==> src/ipu_pkg.sv <==
/* Shared definitions of the integer processing unit: data widths,
   instruction fields, opcodes, ALU and operand enums, request, response
   and decode structs */

package ipu_pkg;

  localparam int unsigned DataWidth = 32;
  localparam int unsigned IdWidth   = 5;
  localparam int unsigned NumRegs   = 32;

  typedef logic [DataWidth-1:0] word_t;
  typedef logic [31:0]          instr_t;
  typedef logic [4:0]           reg_addr_t;
  typedef logic [IdWidth-1:0]   id_t;
  typedef logic [4:0]           shamt_t;
  typedef logic [6:0]           opcode_t;

  // Instruction fields
  localparam int unsigned OpcodeLsb = 0;
  localparam int unsigned OpcodeMsb = 6;
  localparam int unsigned RdLsb     = 7;
  localparam int unsigned RdMsb     = 11;
  localparam int unsigned Rs1Lsb    = 15;
  localparam int unsigned Rs1Msb    = 19;
  localparam int unsigned Rs2Lsb    = 20;
  localparam int unsigned Rs2Msb    = 24;
  localparam int unsigned ImmLsb    = 20;
  localparam int unsigned ImmMsb    = 31;

  // ----------------------------------------
  // Opcodes, all others are illegal
  // ----------------------------------------
  localparam opcode_t ANDN    = 7'h01;
  localparam opcode_t ORN     = 7'h02;
  localparam opcode_t XNOR    = 7'h03;
  localparam opcode_t MIN     = 7'h04;
  localparam opcode_t MAX     = 7'h05;
  localparam opcode_t MINU    = 7'h06;
  localparam opcode_t MAXU    = 7'h07;
  localparam opcode_t CLZ     = 7'h08;
  localparam opcode_t PCNT    = 7'h09;
  localparam opcode_t IMV_X_W = 7'h10;
  localparam opcode_t IMV_W_X = 7'h11;
  localparam opcode_t IADDI   = 7'h20;
  localparam opcode_t IXORI   = 7'h21;
  localparam opcode_t ISLLI   = 7'h22;
  localparam opcode_t ISRAI   = 7'h23;
  localparam opcode_t IADD    = 7'h30;
  localparam opcode_t ISUB    = 7'h31;
  localparam opcode_t ISLT    = 7'h32;
  localparam opcode_t ISLTU   = 7'h33;
  localparam opcode_t IAND    = 7'h34;

  typedef enum logic [4:0] {
    ALU_ADD, ALU_SUB, ALU_SLT, ALU_SLTU,
    ALU_AND, ALU_OR, ALU_XOR, ALU_SLL, ALU_SRA,
    ALU_ANDN, ALU_ORN, ALU_XNOR,
    ALU_MIN, ALU_MAX, ALU_MINU, ALU_MAXU,
    ALU_CLZ, ALU_PCNT
  } alu_op_e;

  typedef enum logic [1:0] {
    OpNone,
    OpAccBus,
    OpIImm,
    OpReg
  } op_sel_e;

  typedef struct packed {
    instr_t instr;
    id_t    id;
    word_t  arga;
    word_t  argb;
  } ipu_req_t;

  typedef struct packed {
    word_t data;
    logic  error;
    id_t   id;
  } ipu_resp_t;

  typedef struct packed {
    alu_op_e alu_op;
    op_sel_e op_a_sel;
    op_sel_e op_b_sel;
    logic    write_rf;
    logic    send_resp;
    logic    illegal;
  } ipu_dec_t;

endpackage

==> src/ipu_req_queue.sv <==
/* Request FIFO between the accelerator port and the issue stage,
   circular buffer with fill count and same-cycle push and pop */

`timescale 1ns/1ns

module ipu_req_queue #(
  parameter int unsigned QueueDepth = 4
) (
  input  logic               clk_i,
  input  logic               arst_n_i,
  input  ipu_pkg::ipu_req_t  req_i,
  input  logic               req_valid_i,
  output logic               req_ready_o,
  output ipu_pkg::ipu_req_t  head_o,
  output logic               head_valid_o,
  input  logic               pop_i
);

  import ipu_pkg::*;

  localparam int unsigned PtrWidth = (QueueDepth > 1) ? $clog2(QueueDepth) : 1;
  localparam int unsigned CntWidth = $clog2(QueueDepth + 1);

  ipu_req_t             mem_q [QueueDepth];
  logic [PtrWidth-1:0]  rd_ptr_q, wr_ptr_q;
  logic [CntWidth-1:0]  count_q;
  logic                 push;

  assign req_ready_o  = (count_q != CntWidth'(QueueDepth));
  assign head_valid_o = (count_q != '0);
  assign head_o       = mem_q[rd_ptr_q];
  assign push         = req_valid_i & req_ready_o;

  // Payload storage
  always_ff @(posedge clk_i) begin
    if (push) begin
      mem_q[wr_ptr_q] <= req_i;
    end
  end

  always_ff @(posedge clk_i or negedge arst_n_i) begin
    if (!arst_n_i) begin
      rd_ptr_q <= '0;
      wr_ptr_q <= '0;
      count_q  <= '0;
    end else begin
      if (push) begin
        wr_ptr_q <= (wr_ptr_q == PtrWidth'(QueueDepth - 1)) ? '0 : wr_ptr_q + 1'b1;
      end
      if (pop_i) begin
        rd_ptr_q <= (rd_ptr_q == PtrWidth'(QueueDepth - 1)) ? '0 : rd_ptr_q + 1'b1;
      end
      // Both at once leaves the fill level unchanged
      if (push && !pop_i) begin
        count_q <= count_q + 1'b1;
      end else if (!push && pop_i) begin
        count_q <= count_q - 1'b1;
      end
    end
  end

  // Issue stage must only pop a valid head
  assert property (@(posedge clk_i) disable iff (!arst_n_i) pop_i |-> head_valid_o)
    else $error("pop on empty request queue");

endmodule

==> src/ipu_decoder.sv <==
/* Instruction decoder, opcode to ALU operator, operand sources
   and destination */

`timescale 1ns/1ns

module ipu_decoder (
  input  ipu_pkg::instr_t  instr_i,
  output ipu_pkg::ipu_dec_t dec_o
);

  import ipu_pkg::*;

  opcode_t opcode;
  alu_op_e alu_op;

  assign opcode = instr_i[OpcodeMsb:OpcodeLsb];

  // Operator per opcode, moves pass operand a through an OR with zero
  always_comb begin
    case (opcode)
      ANDN:    alu_op = ALU_ANDN;
      ORN:     alu_op = ALU_ORN;
      XNOR:    alu_op = ALU_XNOR;
      MIN:     alu_op = ALU_MIN;
      MAX:     alu_op = ALU_MAX;
      MINU:    alu_op = ALU_MINU;
      MAXU:    alu_op = ALU_MAXU;
      CLZ:     alu_op = ALU_CLZ;
      PCNT:    alu_op = ALU_PCNT;
      IADDI:   alu_op = ALU_ADD;
      IXORI:   alu_op = ALU_XOR;
      ISLLI:   alu_op = ALU_SLL;
      ISRAI:   alu_op = ALU_SRA;
      IADD:    alu_op = ALU_ADD;
      ISUB:    alu_op = ALU_SUB;
      ISLT:    alu_op = ALU_SLT;
      ISLTU:   alu_op = ALU_SLTU;
      IAND:    alu_op = ALU_AND;
      default: alu_op = ALU_OR;
    endcase
  end

  // ----------------------------------------
  // Operand sources and destination
  // ----------------------------------------
  always_comb begin
    dec_o.alu_op    = alu_op;
    dec_o.op_a_sel  = OpNone;
    dec_o.op_b_sel  = OpNone;
    dec_o.write_rf  = 1'b0;
    dec_o.send_resp = 1'b0;
    dec_o.illegal   = 1'b0;

    unique case (opcode)
      ANDN, ORN, XNOR, MIN, MAX, MINU, MAXU, CLZ, PCNT: begin
        dec_o.op_a_sel  = OpAccBus;
        dec_o.op_b_sel  = OpAccBus;
        dec_o.send_resp = 1'b1;
      end
      IADDI, IXORI, ISLLI, ISRAI: begin
        dec_o.op_a_sel = OpReg;
        dec_o.op_b_sel = OpIImm;
        dec_o.write_rf = 1'b1;
      end
      IADD, ISUB, ISLT, ISLTU, IAND: begin
        dec_o.op_a_sel = OpReg;
        dec_o.op_b_sel = OpReg;
        dec_o.write_rf = 1'b1;
      end
      // Register file back to the core
      IMV_X_W: begin
        dec_o.op_a_sel  = OpReg;
        dec_o.send_resp = 1'b1;
      end
      // Core into the register file
      IMV_W_X: begin
        dec_o.op_a_sel = OpAccBus;
        dec_o.write_rf = 1'b1;
      end
      default: begin
        dec_o.illegal   = 1'b1;
        dec_o.send_resp = 1'b1;
      end
    endcase
  end

endmodule

==> src/ipu_alu.sv <==
/* Single-cycle integer ALU: arithmetic, compare, shifts, logic,
   min/max, leading-zero count and population count */

`timescale 1ns/1ns

module ipu_alu (
  input  ipu_pkg::alu_op_e op_i,
  input  ipu_pkg::word_t   operand_a_i,
  input  ipu_pkg::word_t   operand_b_i,
  output ipu_pkg::word_t   result_o
);

  import ipu_pkg::*;

  // Zero input gives the full width
  function automatic word_t count_lz(word_t value);
    word_t cnt;
    cnt = word_t'(DataWidth);
    for (int i = 0; i < DataWidth; i++) begin
      if (value[i]) begin
        cnt = word_t'(DataWidth - 1 - i);
      end
    end
    return cnt;
  endfunction

  function automatic word_t count_ones(word_t value);
    word_t cnt;
    cnt = '0;
    for (int i = 0; i < DataWidth; i++) begin
      cnt = cnt + word_t'(value[i]);
    end
    return cnt;
  endfunction

  shamt_t shamt;
  logic   lt_signed;
  logic   lt_unsigned;

  assign shamt       = operand_b_i[4:0];
  assign lt_signed   = $signed(operand_a_i) < $signed(operand_b_i);
  assign lt_unsigned = operand_a_i < operand_b_i;

  // ----------------------------------------
  // Result mux
  // ----------------------------------------
  always_comb begin
    result_o = '0;
    unique case (op_i)
      ALU_ADD:  result_o = operand_a_i + operand_b_i;
      ALU_SUB:  result_o = operand_a_i - operand_b_i;
      ALU_SLT:  result_o = word_t'(lt_signed);
      ALU_SLTU: result_o = word_t'(lt_unsigned);
      ALU_AND:  result_o = operand_a_i & operand_b_i;
      ALU_OR:   result_o = operand_a_i | operand_b_i;
      ALU_XOR:  result_o = operand_a_i ^ operand_b_i;
      ALU_SLL:  result_o = operand_a_i << shamt;
      ALU_SRA:  result_o = word_t'($signed(operand_a_i) >>> shamt);
      ALU_ANDN: result_o = operand_a_i & ~operand_b_i;
      ALU_ORN:  result_o = operand_a_i | ~operand_b_i;
      ALU_XNOR: result_o = ~(operand_a_i ^ operand_b_i);
      // Min and max reuse the compare results
      ALU_MIN:  result_o = lt_signed ? operand_a_i : operand_b_i;
      ALU_MAX:  result_o = lt_signed ? operand_b_i : operand_a_i;
      ALU_MINU: result_o = lt_unsigned ? operand_a_i : operand_b_i;
      ALU_MAXU: result_o = lt_unsigned ? operand_b_i : operand_a_i;
      ALU_CLZ:  result_o = count_lz(operand_a_i);
      ALU_PCNT: result_o = count_ones(operand_a_i);
      default:  result_o = '0;
    endcase
  end

endmodule

==> src/ipu_regfile.sv <==
/* 32 x 32 integer register file, two combinational read ports,
   one write port */

`timescale 1ns/1ns

module ipu_regfile (
  input  logic               clk_i,
  input  logic               arst_n_i,
  input  ipu_pkg::reg_addr_t raddr_a_i,
  input  ipu_pkg::reg_addr_t raddr_b_i,
  output ipu_pkg::word_t     rdata_a_o,
  output ipu_pkg::word_t     rdata_b_o,
  input  logic               we_i,
  input  ipu_pkg::reg_addr_t waddr_i,
  input  ipu_pkg::word_t     wdata_i
);

  import ipu_pkg::*;

  word_t regs_q [NumRegs];

  assign rdata_a_o = regs_q[raddr_a_i];
  assign rdata_b_o = regs_q[raddr_b_i];

  // x0 is writable like every other entry
  always_ff @(posedge clk_i or negedge arst_n_i) begin
    if (!arst_n_i) begin
      for (int i = 0; i < NumRegs; i++) begin
        regs_q[i] <= '0;
      end
    end else if (we_i) begin
      regs_q[waddr_i] <= wdata_i;
    end
  end

endmodule

==> src/ipu_issue.sv <==
/* Issue stage: operand selection, retire and stall control,
   register write-back and response forming */

`timescale 1ns/1ns

module ipu_issue (
  input  logic                clk_i,
  input  logic                arst_n_i,
  input  ipu_pkg::ipu_req_t   head_i,
  input  logic                head_valid_i,
  output logic                pop_o,
  input  ipu_pkg::ipu_dec_t   dec_i,
  output ipu_pkg::reg_addr_t  rs1_o,
  output ipu_pkg::reg_addr_t  rs2_o,
  input  ipu_pkg::word_t      rdata_a_i,
  input  ipu_pkg::word_t      rdata_b_i,
  output ipu_pkg::alu_op_e    alu_op_o,
  output ipu_pkg::word_t      alu_a_o,
  output ipu_pkg::word_t      alu_b_o,
  input  ipu_pkg::word_t      alu_result_i,
  output logic                we_o,
  output ipu_pkg::reg_addr_t  waddr_o,
  output ipu_pkg::word_t      wdata_o,
  output ipu_pkg::ipu_resp_t  resp_o,
  output logic                resp_valid_o,
  input  logic                resp_ready_i
);

  import ipu_pkg::*;

  function automatic word_t select_operand(op_sel_e sel, word_t reg_val, word_t acc_val,
                                           word_t imm_val);
    word_t operand;
    operand = '0;
    unique case (sel)
      OpReg:    operand = reg_val;
      OpAccBus: operand = acc_val;
      OpIImm:   operand = imm_val;
      default:  operand = '0;
    endcase
    return operand;
  endfunction

  word_t iimm;
  logic  stall;
  logic  retire;

  assign iimm  = word_t'($signed(head_i.instr[ImmMsb:ImmLsb]));
  assign rs1_o = head_i.instr[Rs1Msb:Rs1Lsb];
  assign rs2_o = head_i.instr[Rs2Msb:Rs2Lsb];

  assign alu_op_o = dec_i.alu_op;
  assign alu_a_o  = select_operand(dec_i.op_a_sel, rdata_a_i, head_i.arga, iimm);
  assign alu_b_o  = select_operand(dec_i.op_b_sel, rdata_b_i, head_i.argb, iimm);

  // ----------------------------------------
  // Retire and write-back
  // ----------------------------------------
  assign stall   = resp_valid_o & ~resp_ready_i;
  assign retire  = head_valid_i & ~stall;
  assign pop_o   = retire;
  assign we_o    = retire & dec_i.write_rf;
  assign waddr_o = head_i.instr[RdMsb:RdLsb];
  assign wdata_o = alu_result_i;

  // Illegal instructions answer with zero data
  assign resp_valid_o = head_valid_i & dec_i.send_resp;
  assign resp_o.data  = dec_i.illegal ? '0 : alu_result_i;
  assign resp_o.error = dec_i.illegal;
  assign resp_o.id    = head_i.id;

  // Head and register file must hold while the core back-pressures
  assert property (@(posedge clk_i) disable iff (!arst_n_i)
    stall |=> resp_valid_o && $stable(resp_o))
    else $error("response changed while stalled");

endmodule

==> src/ipu_int_ss.sv <==
/* Integer processing unit top: request queue, decoder, issue stage,
   ALU and register file */

`timescale 1ns/1ns

module ipu_int_ss #(
  parameter int unsigned QueueDepth = 4
) (
  input  logic               clk_i,
  input  logic               arst_n_i,
  input  ipu_pkg::ipu_req_t  acc_req_i,
  input  logic               acc_req_valid_i,
  output logic               acc_req_ready_o,
  output ipu_pkg::ipu_resp_t acc_resp_o,
  output logic               acc_resp_valid_o,
  input  logic               acc_resp_ready_i
);

  import ipu_pkg::*;

  ipu_req_t  head;
  logic      head_valid;
  logic      head_pop;
  ipu_dec_t  dec;
  reg_addr_t rs1, rs2, waddr;
  word_t     rdata_a, rdata_b, wdata;
  word_t     alu_a, alu_b, alu_result;
  alu_op_e   alu_op;
  logic      we;

  ipu_req_queue #(
    .QueueDepth ( QueueDepth )
  ) i_req_queue (
    .clk_i,
    .arst_n_i,
    .req_i        ( acc_req_i       ),
    .req_valid_i  ( acc_req_valid_i ),
    .req_ready_o  ( acc_req_ready_o ),
    .head_o       ( head            ),
    .head_valid_o ( head_valid      ),
    .pop_i        ( head_pop        )
  );

  ipu_decoder i_decoder (
    .instr_i ( head.instr ),
    .dec_o   ( dec        )
  );

  ipu_issue i_issue (
    .clk_i,
    .arst_n_i,
    .head_i       ( head             ),
    .head_valid_i ( head_valid       ),
    .pop_o        ( head_pop         ),
    .dec_i        ( dec              ),
    .rs1_o        ( rs1              ),
    .rs2_o        ( rs2              ),
    .rdata_a_i    ( rdata_a          ),
    .rdata_b_i    ( rdata_b          ),
    .alu_op_o     ( alu_op           ),
    .alu_a_o      ( alu_a            ),
    .alu_b_o      ( alu_b            ),
    .alu_result_i ( alu_result       ),
    .we_o         ( we               ),
    .waddr_o      ( waddr            ),
    .wdata_o      ( wdata            ),
    .resp_o       ( acc_resp_o       ),
    .resp_valid_o ( acc_resp_valid_o ),
    .resp_ready_i ( acc_resp_ready_i )
  );

  ipu_alu i_alu (
    .op_i        ( alu_op     ),
    .operand_a_i ( alu_a      ),
    .operand_b_i ( alu_b      ),
    .result_o    ( alu_result )
  );

  ipu_regfile i_regfile (
    .clk_i,
    .arst_n_i,
    .raddr_a_i ( rs1     ),
    .raddr_b_i ( rs2     ),
    .rdata_a_o ( rdata_a ),
    .rdata_b_o ( rdata_b ),
    .we_i      ( we      ),
    .waddr_i   ( waddr   ),
    .wdata_i   ( wdata   )
  );

endmodule

==> config.mk <==
export PLATFORM = sky130hd
export DESIGN_NAME = ipu_int_ss
export DESIGN_NICKNAME = d
export VERILOG_FILES = /design/src/ipu_pkg.sv /design/src/ipu_req_queue.sv /design/src/ipu_decoder.sv /design/src/ipu_alu.sv /design/src/ipu_regfile.sv /design/src/ipu_issue.sv /design/src/ipu_int_ss.sv
export SDC_FILE = /design/constraint.sdc
export NUM_CORES = 2
export LEC_CHECK = 0
export BUFFER_PORTS_ARGS = -buffer_cell sky130_fd_sc_hd__buf_2
export CAP_MARGIN = 20
export CELL_PAD_IN_SITES_DETAIL_PLACEMENT = 1
export CELL_PAD_IN_SITES_GLOBAL_PLACEMENT = 1
export CORE_ASPECT_RATIO = 0.9
export CORE_MARGIN = 2
export CORE_UTILIZATION = 51
export CTS_CLUSTER_DIAMETER = 120
export DETAILED_ROUTE_END_ITERATION = 10
export GPL_ROUTABILITY_DRIVEN = 0
export PLACE_DENSITY_LB_ADDON = 0.1
export SLEW_MARGIN = 15
export SYNTH_ARGS = -nofsm -noshare
export SYNTH_HDL_FRONTEND = slang
export SYNTH_SLANG_ARGS = --single-unit
==> constraint.sdc <==
create_clock -name clk_i -period 12.4 [get_ports clk_i]
set_input_delay 1.24 -clock clk_i [delete_from_list [all_inputs] [get_ports clk_i]]
set_output_delay 1.24 -clock clk_i [all_outputs]
set_load 0.02 [all_outputs]
# ---- After elaboration in Yosys (flattened, before gate mapping)
# Memories as Yosys holds them, arrays and structs flattened.
# Index checks and enable logic that the tools add are counted.
dict set report totals {
  register_bits 1031
  ramBits 404
  mem_bits_ro 320
  output_inout_bits 40
  mem_count 2
}
# name words width rd rd_ports_with_merged_regs write_ports line
set memory_table {}
lappend memory_table {i_req_queue.mem_q 4 101 1 0 1 ipu_req_queue.sv:24} ;# ipu_req_t mem_q [QueueDepth];
lappend memory_table {{(no name shown)} 64 5 1 0 0 ipu_decoder.sv:20} ;# case (opcode)
dict set report classes {
  n_addsub 37
  n_lt_le_gt_ge 6
  n_eq_ne 46
  n_shift 2
  n_mux 61
  bitwise_logic 17
  reduce_logical 15
}
# operator n
set ops {}
lappend ops {{$bwmux W1024} 1}
lappend ops {{$add A32 B1 Y32} 30}
lappend ops {{$pmux W32 S18} 1}
lappend ops {{$bmux W32 S5} 2}
lappend ops {{$mux W32} 10}
lappend ops {{$mux W6} 32}
lappend ops {{$pmux W32 S3} 2}
lappend ops {{$demux W32 S5} 1}
lappend ops {{$and A32 B32 Y32} 2}
lappend ops {{$lt A32 B32 Y1} 2}
lappend ops {{$not A32 Y32} 2}
lappend ops {{$or A32 B32 Y32} 2}
lappend ops {{$eq A7 B6 Y1 const B} 9}
lappend ops {{$eq A5 B4 Y1 const B} 8}
lappend ops {{$add A32 B32 Y32} 1}
lappend ops {{$shl A32 B5 Y32} 1}
lappend ops {{$sshr A32 B5 Y32} 1}
lappend ops {{$sub A32 B32 Y32} 1}
lappend ops {{$xor A32 B32 Y32} 1}
lappend ops {{$reduce_or A10 Y1} 3}
lappend ops {{$eq A7 B3 Y1 const B} 4}
lappend ops {{$eq A5 B3 Y1 const B} 4}
lappend ops {{$reduce_or A20 Y1} 1}
lappend ops {{$ge A6 B6 Y1 const B} 3}
lappend ops {{32 further kinds} 60}

# ---- Logic depth before layout (Yosys ltp)
# An unclocked memory read counts as a cell.
dict set report logic_depth {
  ltp_word 40
  depth_mapped 38
  depth_no_buf 31
}

# ---- Modules after synthesis
# A second synthesis with hierarchy kept.
dict set report unflattened {
  hier_cells 7017
  area_unflattened_um2 83826.6
}
# mod instances cells_per_inst area_each_um2 seq_area_each_um2
set by_module_without_submodules {}
lappend by_module_without_submodules {ipu_regfile 1 4605 55793.5 25624.6}
lappend by_module_without_submodules {ipu_req_queue 1 564 15010.6 12306.8}
lappend by_module_without_submodules {ipu_alu 1 1536 10392.5 0.0}
lappend by_module_without_submodules {ipu_issue 1 253 2170.8 0.0}
lappend by_module_without_submodules {ipu_decoder 1 59 459.2 0.0}

# ---- Worst setup path after synthesis
# Ideal clock, no wire load.
dict set report synth_path {
  path_kind {register -> output}
  startpoint {reg i_req_queue.rd_ptr_q[1]}
  endpoint {out acc_resp_o[8] (netlist name)}
  t_arrival_ps 8971
  t_required_ps 11160
  path_slack_ps 2189
  path_stages_with_launch 31
  path_cell_list {dfrtp_1 -> buf_2 -> buf_4 -> buf_2 -> mux4_2 -> ha_1 -> o21a_1 -> o221a_2 -> or2_2 -> clkbuf_1 -> a22oi_2 -> inv_1 -> ha_1 -> inv_1 -> fa_1 -> fa_1 -> fa_1 -> fa_1 -> fa_1 -> inv_1 -> fa_1 -> inv_1 -> fa_1 -> fa_1 -> xor2_1 -> o221ai_1 -> a21oi_1 -> o211ai_1 -> nor4_2 -> clkbuf_1 -> a21oi_1}
}
# item line
set synth_lines {}
lappend synth_lines {{start, declared} ipu_req_queue.sv:25} ;# logic [PtrWidth-1:0] rd_ptr_q, wr_ptr_q;
lappend synth_lines {{start signal, assigned} ipu_req_queue.sv:51} ;# rd_ptr_q <= (rd_ptr_q == PtrWidth'(QueueDepth - 1)) ? '0 : rd_ptr_q + 1'b1;
lappend synth_lines {{end, declared} ipu_int_ss.sv:14} ;# output ipu_pkg::ipu_resp_t acc_resp_o,

==> summary.json <==
{
  "rsz_0062_raised_after_global_routing": "no",
  "timing.critical_path.to_type": "output port",
  "die_width_um": 425,
  "final.min_clock_period_ps": 12240,
  "synth_seq_area_share": 0.462,
  "critical_path.max_fanout": 23,
  "total_switching_power_mw": 16.1,
  "area_growth_syn_to_layout_pct": 11.1,
  "worst_path_slowest_cell": "sky130_fd_sc_hd__mux4_2",
  "totalWireLength_um": 354000,
  "path_common_cell": "sky130_fd_sc_hd__fa_1",
  "logic_pwr_share": 0.600,
  "core_area_sq_um": 159000,
  "final_layout_size_suffix_gt1_frac": 0.165,
  "start_util": 0.512,
  "mappedNetlistArea_sq_um": 81400,
  "max_freq_mhz": 81.7,
  "initial_drc_count": 8810,
  "cts_tree": "yes",
  "detail_route.wl_per_cell_um": 35.7,
  "crit_required_ps": 11160,
  "cts_root_buf": "sky130_fd_sc_hd__clkbuf_16",
  "final_nets": 7884,
  "ys_top_cells_by_count": "sky130_fd_sc_hd__nor2_1 (1116), sky130_fd_sc_hd__dfrtp_1 (1031), sky130_fd_sc_hd__a21oi_1 (1007)",
  "cts_buffers": 154,
  "powerDensity_nw_per_um2": 351,
  "dieArea_sq_um": 163000,
  "seqPwrFrac": 0.248,
  "synthCells": 7701,
  "cts_hold_buffers": 0,
  "vias_per_cell": 6.97,
  "maxSlewHeadroom": 0.0471,
  "dpl.hpwl_um": 235000,
  "fillers": 16800,
  "clk_path_buf_depth": 3,
  "leakage_nw": 39.4,
  "place.detailed.instances": 9610,
  "first_pass_grt_wire_length_um": 502000,
  "synth.top_cells.by_area": "sky130_fd_sc_hd__dfrtp_1 (32%), sky130_fd_sc_hd__edfxtp_1 (14%), sky130_fd_sc_hd__mux2i_1 (12%)",
  "setup_violations": 0,
  "power.ir.vdd_worst_mv": 0.258,
  "number_of_antenna_violations_at_the_first_check_in_global_routing": 22,
  "slowest_delay_ps": 890,
  "worstSetupStartpointType": "flip-flop",
  "remaining_drc_errors": 0,
  "final_cells": 9911,
  "post-synth-top-area-cell": "sky130_fd_sc_hd__dfrtp_1",
  "power_report.internal_total_mw": 15.6,
  "ant_nets": 0,
  "clkPwrFrac": 0.152,
  "avgSynthCellArea_sq_um": 10.6,
  "worstHoldPathType": "input port to asynchronous set/reset pin",
  "post-route-period-util": 0.987,
  "cts.clk_slew.worst_paths_ps": 60,
  "gr-usage-all-layers": 0.427,
  "synthMostInstantiatedCell": "sky130_fd_sc_hd__nor2_1",
  "maxCapViolCount": 0,
  "ys.warnings.count": 0,
  "slew_viol_final": 0,
  "clock_insertion_delay_worst_skew_ps": 860,
  "io_buffer_count": 141,
  "run_status": "finished clean",
  "netlist-cell-type-count": 119,
  "number_of_sinks_driven_by_the_clock_tree": 1423,
  "grt_pass1_vias": 70200,
  "synth_enable_flop_cells": 392,
  "rows": 139,
  "swShare": 0.508,
  "crit_type": "flip-flop to output port",
  "io_pins": 145,
  "synthDominantCellAreaShare": 0.317,
  "fraction_of_registers_with_async_set_or_reset_after_synthesis": 0.725,
  "global_route.overflow_total": 0,
  "totalNegativeSetupSlack_ps": 0,
  "clock-skew-final_ps": 73.6,
  "vias": 69100,
  "htreeDepth": 4,
  "hold_viol_final": 0,
  "timing_worst_slew_pin_value_ps": 1410,
  "yosys_most_used_dff": "sky130_fd_sc_hd__dfrtp_1",
  "grt_max_degree": 177,
  "mappedNetlistNets": 7918,
  "die_height_um": 383,
  "dr.pass1.iters": 7,
  "ys_ff_latch": 1423,
  "arrival_time_worst_endpoint_ps": 11000
}
==> final timing paths <==
path / startpoint / to / slack (ps) / depth (start not counted)
setup / recovery: i_req_queue.rd_ptr_q[0] / acc_resp_o[10] / 160 / 28
hold / removal: arst_n_i / i_regfile.regs_q[595] / 430 / 1
setup reg to reg: i_req_queue.rd_ptr_q[0] / i_regfile.regs_q[740] / 1780 / 28
hold reg to reg: i_regfile.regs_q[676] / i_regfile.regs_q[676] / 510 / 2
max in group asynchronous: arst_n_i / i_regfile.regs_q[899] / 9560 / 3
min in group clk_i: i_regfile.regs_q[676] / i_regfile.regs_q[676] / 510 / 2
==> kinds of logic (layout without fill, tap and decap cells) <==
logic type / Yosys count / count (layout) / synth area share
AOI/OAI and AO/OA: 1986 / 1986 / 0.153
xor gates and xnor gates: 26 / 26 / 0.00280
adders and majority gates: 113 / 113 / 0.0198
buffers and inverters: 818 / 905 / 0.0475
DFF: 1423 / 1423 / 0.462
muxes: 1353 / 1356 / 0.211
other: 0 / 5 / 0
and+or+nand+nor: 1982 / 1982 / 0.104
==> cell usage in the layout, fill, tap and decap left out, types with 31 or more instances in the layout <==
cell type                   netlist  routed
sky130_fd_sc_hd__buf_2          184     140
sky130_fd_sc_hd__mux4_2         278     275
sky130_fd_sc_hd__a21oi_2         31      31
sky130_fd_sc_hd__edfxtp_1       392     392
sky130_fd_sc_hd__a211oi_1        57      53
sky130_fd_sc_hd__mux2_2          99      97
sky130_fd_sc_hd__clkbuf_8         0      33
sky130_fd_sc_hd__clkbuf_1       352      36
sky130_fd_sc_hd__nand4_1         32      32
sky130_fd_sc_hd__dfrtp_1       1031    1029
sky130_fd_sc_hd__a22oi_1        195     194
sky130_fd_sc_hd__clkbuf_16        0     156
sky130_fd_sc_hd__nor2_1        1116    1067
sky130_fd_sc_hd__inv_1          141     140
sky130_fd_sc_hd__a31oi_1         67      66
sky130_fd_sc_hd__nand2_1        456     455
sky130_fd_sc_hd__nor2b_1         46      42
sky130_fd_sc_hd__o22ai_1         40      40
sky130_fd_sc_hd__a21oi_1       1007    1005
sky130_fd_sc_hd__nor2_4           0      32
sky130_fd_sc_hd__nor3_1          77      73
sky130_fd_sc_hd__buf_4           62     308
sky130_fd_sc_hd__ha_1            85      85
sky130_fd_sc_hd__o21ai_0        176     176
sky130_fd_sc_hd__mux2i_1        972     968
sky130_fd_sc_hd__nand3_1         71      69
sky130_fd_sc_hd__o211ai_1        41      41
==> per-layer routing <==
metal  up-vias  routed length (um)  share of wire  global-route usage
met5         -                 479         0.0014              0.0113
met1     35700              136000           0.38               0.563
met3      1083               41700           0.12               0.130
li1      28300                   -              -                   -
met2      4038              149000           0.42               0.612
met4        34               26400          0.075               0.269
==> power by group through the flow <==
stage	Combinational (mW)	Clock [mW]	Sequential [mW]
finish	19.0	4.81	7.86
CTS	18.2	4.83	7.83
floorplan	11.8	0	7.46
global placement	17.7	0	7.75
detailed placement	18.1	0	7.89
global route	19.7	5.01	8.05
==> final cells by class <==
type	count	area (sq um)	area share
tap	2115	2650	0.0293
sequential	1423	37600	0.416
multi-input combinational	5463	40700	0.451
clock inverter	55	779	0.00863
inverter	148	556	0.00615
timing repair buffer	477	3590	0.0397
antenna	5	12.5	0.000138
clock buffer	225	4490	0.0497
==> worst max-delay path, delay by kind of cell (launching register included) <==
kind	cells	cell delay, ps
AOI/OAI and AO/OA	8	2220
xor gates and xnor gates	1	230
adders and majority gates	8	4030
buffers and inverters	7	1100
DFF	1	610
and+or+nand+nor	3	990
muxes	1	890
==> through the flow <==
| stage | area [sq um] | utilization | power (mW) | hold slack, ps | setup WS, ps |
|---|---|---|---|---|---|
| floorplan | 81400 | - | 19.3 | 455 | 2190 |
| global placement | 84800 | 0.533 | 25.4 | 478 | 910 |
| detailed placement | 84900 | 0.534 | 26.0 | 490 | 707 |
| CTS | 90200 | 0.567 | 30.9 | 453 | 108 |
| global route | 90400 | 0.569 | 32.8 | 512 | 48.3 |
| finish | 90400 | 0.569 | 31.7 | 430 | 163 |
==> sequential cells by signal, summed over array words and instances (netlist names) <==
register,count
i_regfile.regs_q,1024
i_req_queue.count_q,3
i_req_queue.mem_q,392
i_req_queue.rd_ptr_q,2
i_req_queue.wr_ptr_q,2
==> repair_timing <==
item | in CTS | in global routing
endpoints found under the setup margin | 2 | 4
buffers inserted | 1 | 12
pin swaps | 0 | 2
resized for setup | 1 | 6
gates cloned | 0 | 3
Power figures use the tool's default switching activity.
